==> src/rtl/ppu_pkg.sv <==
// Post-processing shared definitions
`default_nettype none

package ppu_pkg;

  // ========================================
  // Pixel and setting types
  // ========================================

  typedef logic [7:0]  color_t;
  typedef logic [23:0] rgb_t;      // red high, green middle, blue low
  typedef logic [7:0]  rel_pos_t;
  typedef logic [7:0]  sl_level_t;
  typedef logic [17:0] cfg_word_t;

  // ========================================
  // Configuration word layout
  // ========================================

  localparam int LIMITED_RGB_BIT = 0;

  // Code widths of the scanline fields
  localparam int THICK_W = 2;
  localparam int STR_W   = 4;

  // 240p scanline set
  localparam int V240P_V_EN_BIT   = 1;
  localparam int V240P_H_EN_BIT   = 2;
  localparam int V240P_THICK_LSB  = 3;
  localparam int V240P_STR_LSB    = 5;

  // 480i scanline set
  localparam int V480I_V_EN_BIT   = 9;
  localparam int V480I_H_EN_BIT   = 10;
  localparam int V480I_THICK_LSB  = 11;
  localparam int V480I_STR_LSB    = 13;

  // 480i follows the 240p set when set
  localparam int LINKED_480I_BIT  = 17;

  // ========================================
  // Arithmetic and latency
  // ========================================

  localparam color_t LIMIT_COEFF  = 8'd220;
  localparam color_t LIMIT_OFFSET = 8'd16;

  localparam int SL_STAGE_LAT = 2;
  localparam int LIMIT_LAT    = 3;

endpackage

`default_nettype wire

==> src/rtl/video_if.sv <==
// Pixel bus between pipeline stages
`timescale 1ns/10ps
`default_nettype none

interface video_if;
  import ppu_pkg::*;

  // One pixel per clock, no handshake
  logic vsync;
  logic hsync;
  logic de;
  rgb_t rgb;

  modport src (
    output vsync, hsync, de, rgb
  );

  modport snk (
    input vsync, hsync, de, rgb
  );

endinterface

`default_nettype wire

==> src/rtl/ppu_cfg_decode.sv <==
// Scanline and range configuration decode
`timescale 1ns/10ps
`default_nettype none

module ppu_cfg_decode (
  input  logic                VCLK_Tx,
  input  logic                nVRST_Tx,
  input  ppu_pkg::cfg_word_t  config_i,
  input  logic                n64_480i_i,
  output ppu_pkg::sl_level_t  sl_thickness_o,
  output ppu_pkg::sl_level_t  sl_strength_o,
  output logic                sl_v_en_o,
  output logic                sl_h_en_o,
  output logic                limited_en_o
);
  import ppu_pkg::*;

  logic               use_240p;
  logic               sel_v_en;
  logic               sel_h_en;
  logic [THICK_W-1:0] sel_thick;
  logic [STR_W-1:0]   sel_str;
  sl_level_t          thick_exp;

  // Progressive input or linked 480i uses the 240p set
  assign use_240p = !n64_480i_i || config_i[LINKED_480I_BIT];

  always_comb begin
    if (use_240p) begin
      sel_v_en  = config_i[V240P_V_EN_BIT];
      sel_h_en  = config_i[V240P_H_EN_BIT];
      sel_thick = config_i[V240P_THICK_LSB +: THICK_W];
      sel_str   = config_i[V240P_STR_LSB +: STR_W];
    end else begin
      sel_v_en  = config_i[V480I_V_EN_BIT];
      sel_h_en  = config_i[V480I_H_EN_BIT];
      sel_thick = config_i[V480I_THICK_LSB +: THICK_W];
      sel_str   = config_i[V480I_STR_LSB +: STR_W];
    end

    // Thickness in 1/256 of a scaled line
    case (sel_thick)
      2'd1:    thick_exp = 8'h10;
      2'd2:    thick_exp = 8'h20;
      2'd3:    thick_exp = 8'h40;
      default: thick_exp = 8'h00;
    endcase
  end

  always_ff @(posedge VCLK_Tx or negedge nVRST_Tx) begin
    if (!nVRST_Tx) begin
      sl_thickness_o <= '0;
      sl_strength_o  <= '0;
      sl_v_en_o      <= 1'b0;
      sl_h_en_o      <= 1'b0;
      limited_en_o   <= 1'b0;
    end else begin
      sl_thickness_o <= thick_exp;
      // (s+1)*16-1 is the code followed by four ones
      sl_strength_o  <= {sel_str, 4'hF};
      sl_v_en_o      <= sel_v_en;
      sl_h_en_o      <= sel_h_en;
      limited_en_o   <= config_i[LIMITED_RGB_BIT];
    end
  end

endmodule

`default_nettype wire

==> src/rtl/scanline_emu.sv <==
// Scanline darkening stage
`timescale 1ns/10ps
`default_nettype none

module scanline_emu (
  input  logic               VCLK_Tx,
  input  logic               nVRST_Tx,
  video_if.snk               vid_i,
  video_if.src               vid_o,
  input  logic               sl_en_i,
  input  ppu_pkg::sl_level_t sl_thickness_i,
  input  ppu_pkg::sl_level_t sl_strength_i,
  input  ppu_pkg::rel_pos_t  sl_rel_pos_i,
  input  ppu_pkg::rel_pos_t  pass_pos_i,
  output ppu_pkg::rel_pos_t  pass_pos_o
);
  import ppu_pkg::*;

  // Sync and DE per stage, index 0 is the newest
  logic [SL_STAGE_LAT-1:0][2:0] ctl_q;
  logic                         on_sl_q;
  rgb_t                         rgb_q1;
  logic [2:0][15:0]             prod_q1;
  color_t [2:0]                 rgb_q2;
  rel_pos_t [SL_STAGE_LAT-1:0]  pos_q;

  // ========================================
  // Control path
  // ========================================

  always_ff @(posedge VCLK_Tx or negedge nVRST_Tx) begin
    if (!nVRST_Tx) begin
      ctl_q   <= '0;
      on_sl_q <= 1'b0;
    end else begin
      ctl_q   <= {ctl_q[SL_STAGE_LAT-2:0], {vid_i.vsync, vid_i.hsync, vid_i.de}};
      // Inside the band when the position is below the thickness
      on_sl_q <= sl_en_i && (sl_rel_pos_i < sl_thickness_i);
    end
  end

  // ========================================
  // Colour path
  // ========================================

  always_ff @(posedge VCLK_Tx) begin
    rgb_q1 <= vid_i.rgb;
    pos_q  <= {pos_q[SL_STAGE_LAT-2:0], pass_pos_i};
    for (int i = 0; i < 3; i++) begin
      // Stage one: colour times strength
      prod_q1[i] <= vid_i.rgb[8*i +: 8] * sl_strength_i;
      // Stage two: subtract the scaled product on the band
      if (on_sl_q) begin
        rgb_q2[i] <= rgb_q1[8*i +: 8] - prod_q1[i][15:8];
      end else begin
        rgb_q2[i] <= rgb_q1[8*i +: 8];
      end
    end
  end

  assign vid_o.vsync = ctl_q[SL_STAGE_LAT-1][2];
  assign vid_o.hsync = ctl_q[SL_STAGE_LAT-1][1];
  assign vid_o.de    = ctl_q[SL_STAGE_LAT-1][0];
  assign vid_o.rgb   = rgb_q2;

  // Other stage's position, kept in step with its pixel
  assign pass_pos_o  = pos_q[SL_STAGE_LAT-1];

endmodule

`default_nettype wire

==> src/rtl/rgb_range_limit.sv <==
// Limited range conversion and output registers
`timescale 1ns/10ps
`default_nettype none

module rgb_range_limit (
  input  logic          VCLK_Tx,
  input  logic          nVRST_Tx,
  video_if.snk          vid_i,
  input  logic          limited_en_i,
  output logic          vsync_o,
  output logic          hsync_o,
  output logic          de_o,
  output ppu_pkg::rgb_t vd_o
);
  import ppu_pkg::*;

  logic [2:0][15:0]          prod;
  logic [2:0][8:0]           p_q;
  color_t [2:0]              lim_q;
  rgb_t                      full_q1;
  rgb_t                      full_q2;
  rgb_t                      vd_q;
  logic [LIMIT_LAT-1:0][2:0] ctl_q;

  // Full-range colour scaled by 220/256
  always_comb begin
    for (int i = 0; i < 3; i++) begin
      prod[i] = vid_i.rgb[8*i +: 8] * LIMIT_COEFF;
    end
  end

  // ========================================
  // Three-stage pipeline
  // ========================================

  always_ff @(posedge VCLK_Tx or negedge nVRST_Tx) begin
    if (!nVRST_Tx) begin
      p_q     <= '0;
      lim_q   <= '0;
      full_q1 <= '0;
      full_q2 <= '0;
      vd_q    <= '0;
      ctl_q   <= '0;
    end else begin
      ctl_q   <= {ctl_q[LIMIT_LAT-2:0], {vid_i.vsync, vid_i.hsync, vid_i.de}};
      full_q1 <= vid_i.rgb;
      full_q2 <= full_q1;
      for (int i = 0; i < 3; i++) begin
        // Top 9 bits of the product
        p_q[i]   <= prod[i][15:7];
        // Round half up
        lim_q[i] <= p_q[i][8:1] + p_q[i][0];
      end
      if (limited_en_i) begin
        for (int i = 0; i < 3; i++) begin
          vd_q[8*i +: 8] <= lim_q[i] + LIMIT_OFFSET;
        end
      end else begin
        vd_q <= full_q2;
      end
    end
  end

  assign vsync_o = ctl_q[LIMIT_LAT-1][2];
  assign hsync_o = ctl_q[LIMIT_LAT-1][1];
  assign de_o    = ctl_q[LIMIT_LAT-1][0];
  assign vd_o    = vd_q;

endmodule

`default_nettype wire

==> src/rtl/ppu_post_top.sv <==
// Video post-processing top level
`timescale 1ns/10ps
`default_nettype none

module ppu_post_top (
  input  logic               VCLK_Tx,
  input  logic               nVRST_Tx,
  input  ppu_pkg::cfg_word_t config_i,
  input  logic               n64_480i_i,
  input  logic               vsync_i,
  input  logic               hsync_i,
  input  logic               de_i,
  input  ppu_pkg::rgb_t      vd_i,
  input  ppu_pkg::rel_pos_t  sl_hpos_rel_i,
  input  ppu_pkg::rel_pos_t  sl_vpos_rel_i,
  output logic               vsync_o,
  output logic               hsync_o,
  output logic               de_o,
  output ppu_pkg::rgb_t      vd_o
);
  import ppu_pkg::*;

  sl_level_t sl_thickness;
  sl_level_t sl_strength;
  logic      sl_v_en;
  logic      sl_h_en;
  logic      limited_en;
  rel_pos_t  vpos_dly;

  video_if v_in ();
  video_if v_sl1 ();
  video_if v_sl2 ();

  assign v_in.vsync = vsync_i;
  assign v_in.hsync = hsync_i;
  assign v_in.de    = de_i;
  assign v_in.rgb   = vd_i;

  ppu_cfg_decode u_cfg_decode (
    .VCLK_Tx        (VCLK_Tx),
    .nVRST_Tx       (nVRST_Tx),
    .config_i       (config_i),
    .n64_480i_i     (n64_480i_i),
    .sl_thickness_o (sl_thickness),
    .sl_strength_o  (sl_strength),
    .sl_v_en_o      (sl_v_en),
    .sl_h_en_o      (sl_h_en),
    .limited_en_o   (limited_en)
  );

  // ========================================
  // Scanline stages
  // ========================================

  // Vertical lines, driven by the horizontal position
  scanline_emu u_sl_vert (
    .VCLK_Tx        (VCLK_Tx),
    .nVRST_Tx       (nVRST_Tx),
    .vid_i          (v_in.snk),
    .vid_o          (v_sl1.src),
    .sl_en_i        (sl_v_en),
    .sl_thickness_i (sl_thickness),
    .sl_strength_i  (sl_strength),
    .sl_rel_pos_i   (sl_hpos_rel_i),
    .pass_pos_i     (sl_vpos_rel_i),
    .pass_pos_o     (vpos_dly)
  );

  // Horizontal lines, last stage carries nothing on
  scanline_emu u_sl_horz (
    .VCLK_Tx        (VCLK_Tx),
    .nVRST_Tx       (nVRST_Tx),
    .vid_i          (v_sl1.snk),
    .vid_o          (v_sl2.src),
    .sl_en_i        (sl_h_en),
    .sl_thickness_i (sl_thickness),
    .sl_strength_i  (sl_strength),
    .sl_rel_pos_i   (vpos_dly),
    .pass_pos_i     ('0),
    .pass_pos_o     ()
  );

  rgb_range_limit u_range_limit (
    .VCLK_Tx      (VCLK_Tx),
    .nVRST_Tx     (nVRST_Tx),
    .vid_i        (v_sl2.snk),
    .limited_en_i (limited_en),
    .vsync_o      (vsync_o),
    .hsync_o      (hsync_o),
    .de_o         (de_o),
    .vd_o         (vd_o)
  );

endmodule

`default_nettype wire

==> config.mk <==
export PLATFORM = sky130hd
export DESIGN_NAME = ppu_post_top
export DESIGN_NICKNAME = d
export VERILOG_FILES = /design/src/rtl/ppu_pkg.sv /design/src/rtl/video_if.sv /design/src/rtl/ppu_cfg_decode.sv /design/src/rtl/scanline_emu.sv /design/src/rtl/rgb_range_limit.sv /design/src/rtl/ppu_post_top.sv
export SDC_FILE = /design/constraint.sdc
export NUM_CORES = 1
export LEC_CHECK = 0
export BUFFER_PORTS_ARGS = -buffer_cell sky130_fd_sc_hd__buf_2
export CAP_MARGIN = 10
export CORE_ASPECT_RATIO = 0.9
export CORE_MARGIN = 1
export CORE_UTILIZATION = 55
export CTS_BUF_LIST = sky130_fd_sc_hd__clkbuf_4 sky130_fd_sc_hd__clkbuf_8 sky130_fd_sc_hd__clkbuf_16
export CTS_CLUSTER_SIZE = 16
export DETAILED_ROUTE_END_ITERATION = 12
export PLACE_DENSITY = 0.72
export SYNTH_ARGS = -nofsm -noshare
export SYNTH_HDL_FRONTEND = slang
export SYNTH_HIERARCHICAL = 1
export SYNTH_SLANG_ARGS = --single-unit
==> constraint.sdc <==
create_clock -name VCLK_Tx -period 5.76 [get_ports VCLK_Tx]
set_input_delay 0.288 -clock VCLK_Tx [delete_from_list [all_inputs] [get_ports VCLK_Tx]]
set_output_delay 0.288 -clock VCLK_Tx [all_outputs]
set_load 0.05 [all_outputs]
Yosys cells after proc, flatten, opt, wreduce, memory -nomap -nowiden
Index checks and enable logic that the tools add are counted.
Storage, ports and cells
  logic and storage cells: 81
  output and inout bits: 27
  bits of input ports: 64
  flip-flop bits (word level): 372
Cells by class
  reductions and logical operators: 4
  $add $sub $neg: 12
  magnitude comparators: 2
  multiplexer cells: 12
  multiply operators: 9
  eq/ne operators: 3
Operator list (number)
  $mul A8 B8 Y16: 6
  $mux W8: 6
  $sub A8 B8 Y8: 6
  $mul A8 B6 Y14 const B: 3
  $add A8 B1 Y8: 3
  $add A8 B5 Y8 const B: 3
  $mux W24: 1
  $pmux W7 S3: 1
  $lt A8 B7 Y1: 2
  $eq A2 B2 Y1 const B: 2
  $mux W4: 1
  $eq A2 B1 Y1 const B: 1
  $logic_and A1 B1 Y1: 2
  $mux W1: 2
  $mux W2: 1
  $logic_not A1 Y1: 1
  $logic_or A1 B1 Y1: 1

Longest topological paths before layout
  depth after elaboration: 5
  gate-level depth with buffers: 18

By module
Netlist, hierarchy kept.
Modules (own cells, without submodules)
  scanline_emu (u_sl_vert): sequential area each 1936.9 um^2, cells an instance 946, area an instance 9132.5 um^2, instances 1
  scanline_emu (u_sl_horz): sequential area each 1936.9 um^2, cells an instance 908, area an instance 8937.3 um^2, instances 1
  rgb_range_limit: sequential area each 3303.2 um^2, cells an instance 545, area an instance 6989.2 um^2, instances 1
  ppu_cfg_decode: sequential area each 275.3 um^2, cells an instance 38, area an instance 520.5 um^2, instances 1
  ppu_post_top: sequential area each 0.0 um^2, cells an instance 1, area an instance 3.8 um^2, instances 1

Least setup slack after synthesis
OpenSTA, ideal clock, no wires.
  kind: reg2reg
  from: register u_cfg_decode.sl_strength_o[3]
  to: register u_sl_vert/prod_q1[29] (netlist name)
  cell stages (with the launch flop): 19
  data required time: 5.639 ns
  path buffers: 2
  setup slack: 1.084 ns
  data arrival time: 4.556 ns
  library setup time: 0.121 ns
  cells stage by stage: dfrtp_1 > buf_4 > clkbuf_1 > nand2_1 > fa_1 > fa_1 > inv_1 > fa_1 > inv_1 > fa_1 > inv_1 > ha_1 > a21oi_2 > o211ai_1 > a2111oi_2 > nor2b_1 > a21o_1 > a211oi_1 > nor2_1
On the way
  cells in the longest elaborated chain, start to end: 1
Ends and longest elaborated chain
  start: declaration: RTL line ppu_cfg_decode.sv:11  | output ppu_pkg::sl_level_t sl_strength_o,
  start signal: assignment: RTL line ppu_cfg_decode.sv:60  | sl_strength_o <= {sel_str, 4'hF};
  $mul A8 B8 Y16: RTL line scanline_emu.sv:51  | prod_q1[i] <= vid_i.rgb[8*i +: 8] * sl_strength_i;
  end signal: indexed assignment: RTL line scanline_emu.sv:51
  end: declaration: RTL line scanline_emu.sv:23  | logic [2:0][15:0] prod_q1;
No other way between the ends.

Final worst setup path
  from: register u_cfg_decode.sl_strength_o[3]
  to: register u_sl_vert/prod_q1[15] (netlist name)
Same word-level chain as after synthesis.

==> summary.md <==
| Metric | Value |
|---|---|
| Final Setup Violations | `0` |
| CP endpoint | `u_sl_vert/prod_q1[15]` |
| Req. time, crit path | `6190 ps` |
| CTS root buf | `clkbuf_16` |
| Layout cells sized above 1 | `0.09984` |
| R2r startpoint | `u_cfg_decode/sl_strength_o[3]` |
| CORE AREA | `0.04528 mm²` |
| Layout Cells excl Fill | `3182` |
| Largest net degree at the start of global routing | `84` |
| DR vias/cell | `5.071` |
| Crit path launch | `u_cfg_decode/sl_strength_o[3]` |
| Fin crit period | `5057 ps` |
| Fin. Hold Viols | `0` |
| Max cap viols | `0` |
| Initial antenna violation count | `0` |
| Die Area | `0.04668 mm²` |
| Final RePlAce weighted congestion | `0.8430` |
| DR DRC count | `1` |
| Vias in the first global route | `17040` |
| Min-delay worst type | `primary input to flop` |
| Nature of the critical path endpoint | `flop` |
| # port buffers | `90` |
| RSZ-0062 raised after global routing | `no` |
| Fin. max-slew vios | `0` |
| Die width | `227.6 µm` |
| IO Count | `91` |
| Most common cell after layout, fill and taps aside | `inv_1` |
| Reg2reg setup slack | `700 ps` |
| First-pass GRT wire length | `78.29 mm` |
| Average wire per standard cell | `14.19 µm` |
| Kind of critical path | `flop to flop` |
| Total GRT Usage | `0.2073` |
| Total iterations of the first detailed-routing run | `9` |
| Synth Cell Area | `0.02520 mm²` |
| YS warnings | `6` |
| Worst-path fanout max | `67` |
| Reg2reg end | `u_sl_vert/prod_q1[15]` |
| Synth-to-Final Area Change | `10.95%` |
| Fin nets | `3215` |
| Max Clk Rate | `197.7 MHz` |
| CP cell instances | `buf_4, and2_1, fa_1, fa_1, fa_1, inv_1, fa_1, inv_1, ha_1, a21o_1, a21oi_1, a31oi_4, o2111ai_2, o31ai_1, a2111oi_2` |
| Most frequent cells in the layout | `inv_1, ha_1, and2_1, fa_1, dfxtp_1` |
| Final WL | `45.14 mm` |
| Cells on Worst Hold Path | `3` |
| WP data arrival | `5490 ps` |
| CTS H-tree depth | `2` |
| Final worst path period share | `0.8780` |
| CTS max path bufs | `3` |
| Failing checks | `DRC` |
| CTS Sinks | `317` |
| Worst R2R Path Depth | `15` |
| Via count | `16140` |
| Worst path max stage delay | `770 ps` |
| Status | `finished, violations left` |
| # resized after CTS | `0` |
| Top cell by count, worst path | `fa_1` |
| Initial Util | `0.5566` |
| Row count | `74` |
| Fill cell count | `3665` |
| Syn Inst Count | `2413` |
| Syn Area/Cell | `10.44 µm²` |
| Worst-Skew Late Latency | `540 ps` |
| TritonCTS clock tree | `done` |
| Setup TNS | `0 ps` |
| Antenna Nets Post-Route | `0` |
| Starting DRT DRC Count | `716` |
| Finished Cell Area | `0.02796 mm²` |
| Grt total ovfl | `0` |
| Inst Count DP | `3073` |
| Critical-path top delay cell | `dfrtp_4` |
| Reg clk slew, reported paths | `60 ps` |
| Startpoint types | `flop` |
| Final Skew | `10.93 ps` |
| Placed inst area | `0.02627 mm²` |
| Least-Margin Pin Slew | `1195 ps` |
| Max_slew headroom | `0.2032` |
| Diodes inserted | `0` |
| Height of the die | `205.1 µm` |
| HPWL Detailed | `34.26 mm` |
| CTS Buf Count | `35` |
[critical path, delay by kind of cell, from the launching register on]
kind | cells | cell delay [ps]
buf+inv | 3 | 460
compound gates | 6 | 1240
fa+ha+maj | 5 | 2270
simple gates | 1 | 190
flops | 1 | 770
[registers in the layout, summed over array words and instances, names as in the netlist, 5 cells and up]
| register | flops |
|---|---|
| u_cfg_decode/sl_strength_o | 5 |
| u_range_limit/ctl_q | 6 |
| u_range_limit/full_q1 | 24 |
| u_range_limit/full_q2 | 24 |
| u_range_limit/lim_q | 24 |
| u_range_limit/p_q | 27 |
| u_range_limit/vd_o | 24 |
| u_sl_horz/prod_q1 | 24 |
| u_sl_horz/rgb_q1 | 24 |
| u_sl_horz/vid_o.rgb | 24 |
| u_sl_vert/pass_pos_o | 8 |
| u_sl_vert/pos_q | 8 |
| u_sl_vert/prod_q1 | 24 |
| u_sl_vert/rgb_q1 | 24 |
| u_sl_vert/vid_o.rgb | 24 |
[routing by layer]
layer,up-vias,routed length [µm],GRT usage
li1,7910,-,-
met1,7932,20400,0.2690
met2,225,22070,0.3566
met3,68,1517,0.02725
met4,0,1148,0.06855
met5,-,0,0
[per-stage QoR]
| stage | hold WS (ps) | setup WS (ps) | util |
|---|---|---|---|
| 2_1_floorplan | -7.591 | 1084 | - |
| 3_3_place_gp | 311.8 | 847.3 | 0.5802 |
| 3_5_place_dp | 313.5 | 690.8 | 0.5802 |
| 4_1_cts | 0.1923 | 669.2 | 0.6175 |
| 5_1_grt | 11.48 | 404.3 | 0.6175 |
| 6_report | 26.03 | 702.7 | 0.6175 |
[how the worst min path moves through the flow]
stage / startpoint / to / slack [ps]
4_1_cts: config_i[6] / u_cfg_decode/sl_strength_o[5] / 0.2
3_5_place_dp: u_sl_vert/pos_q[0] / u_sl_vert/pass_pos_o[0] / 310
6_report: config_i[12] / u_cfg_decode/sl_thickness_o[6] / 30
2_1_floorplan: nVRST_Tx / u_cfg_decode/limited_en_o / -8
3_3_place_gp: u_sl_vert/pos_q[4] / u_sl_vert/pass_pos_o[4] / 310
5_1_grt: config_i[7] / u_cfg_decode/sl_strength_o[6] / 10
[final cells by class]
type / count / area [µm²] / area share
inverter: 414 / 1554 / 0.05558
multi-input combinational: 1627 / 16240 / 0.5807
sequential: 317 / 7136 / 0.2552
clock inverter: 20 / 262.8 / 0.009398
timing repair buffer: 153 / 1045 / 0.03737
clock buffer: 43 / 965.9 / 0.03455
tap: 608 / 760.7 / 0.02721
[repair_timing]
item	CTS	global route
hold buffers	46	0
endpoints found under the hold margin	116	0
setup buffers	0	0
Power is not shown: default switching activity piles up to over one toggle a cycle in this logic, so the estimate is an artifact.
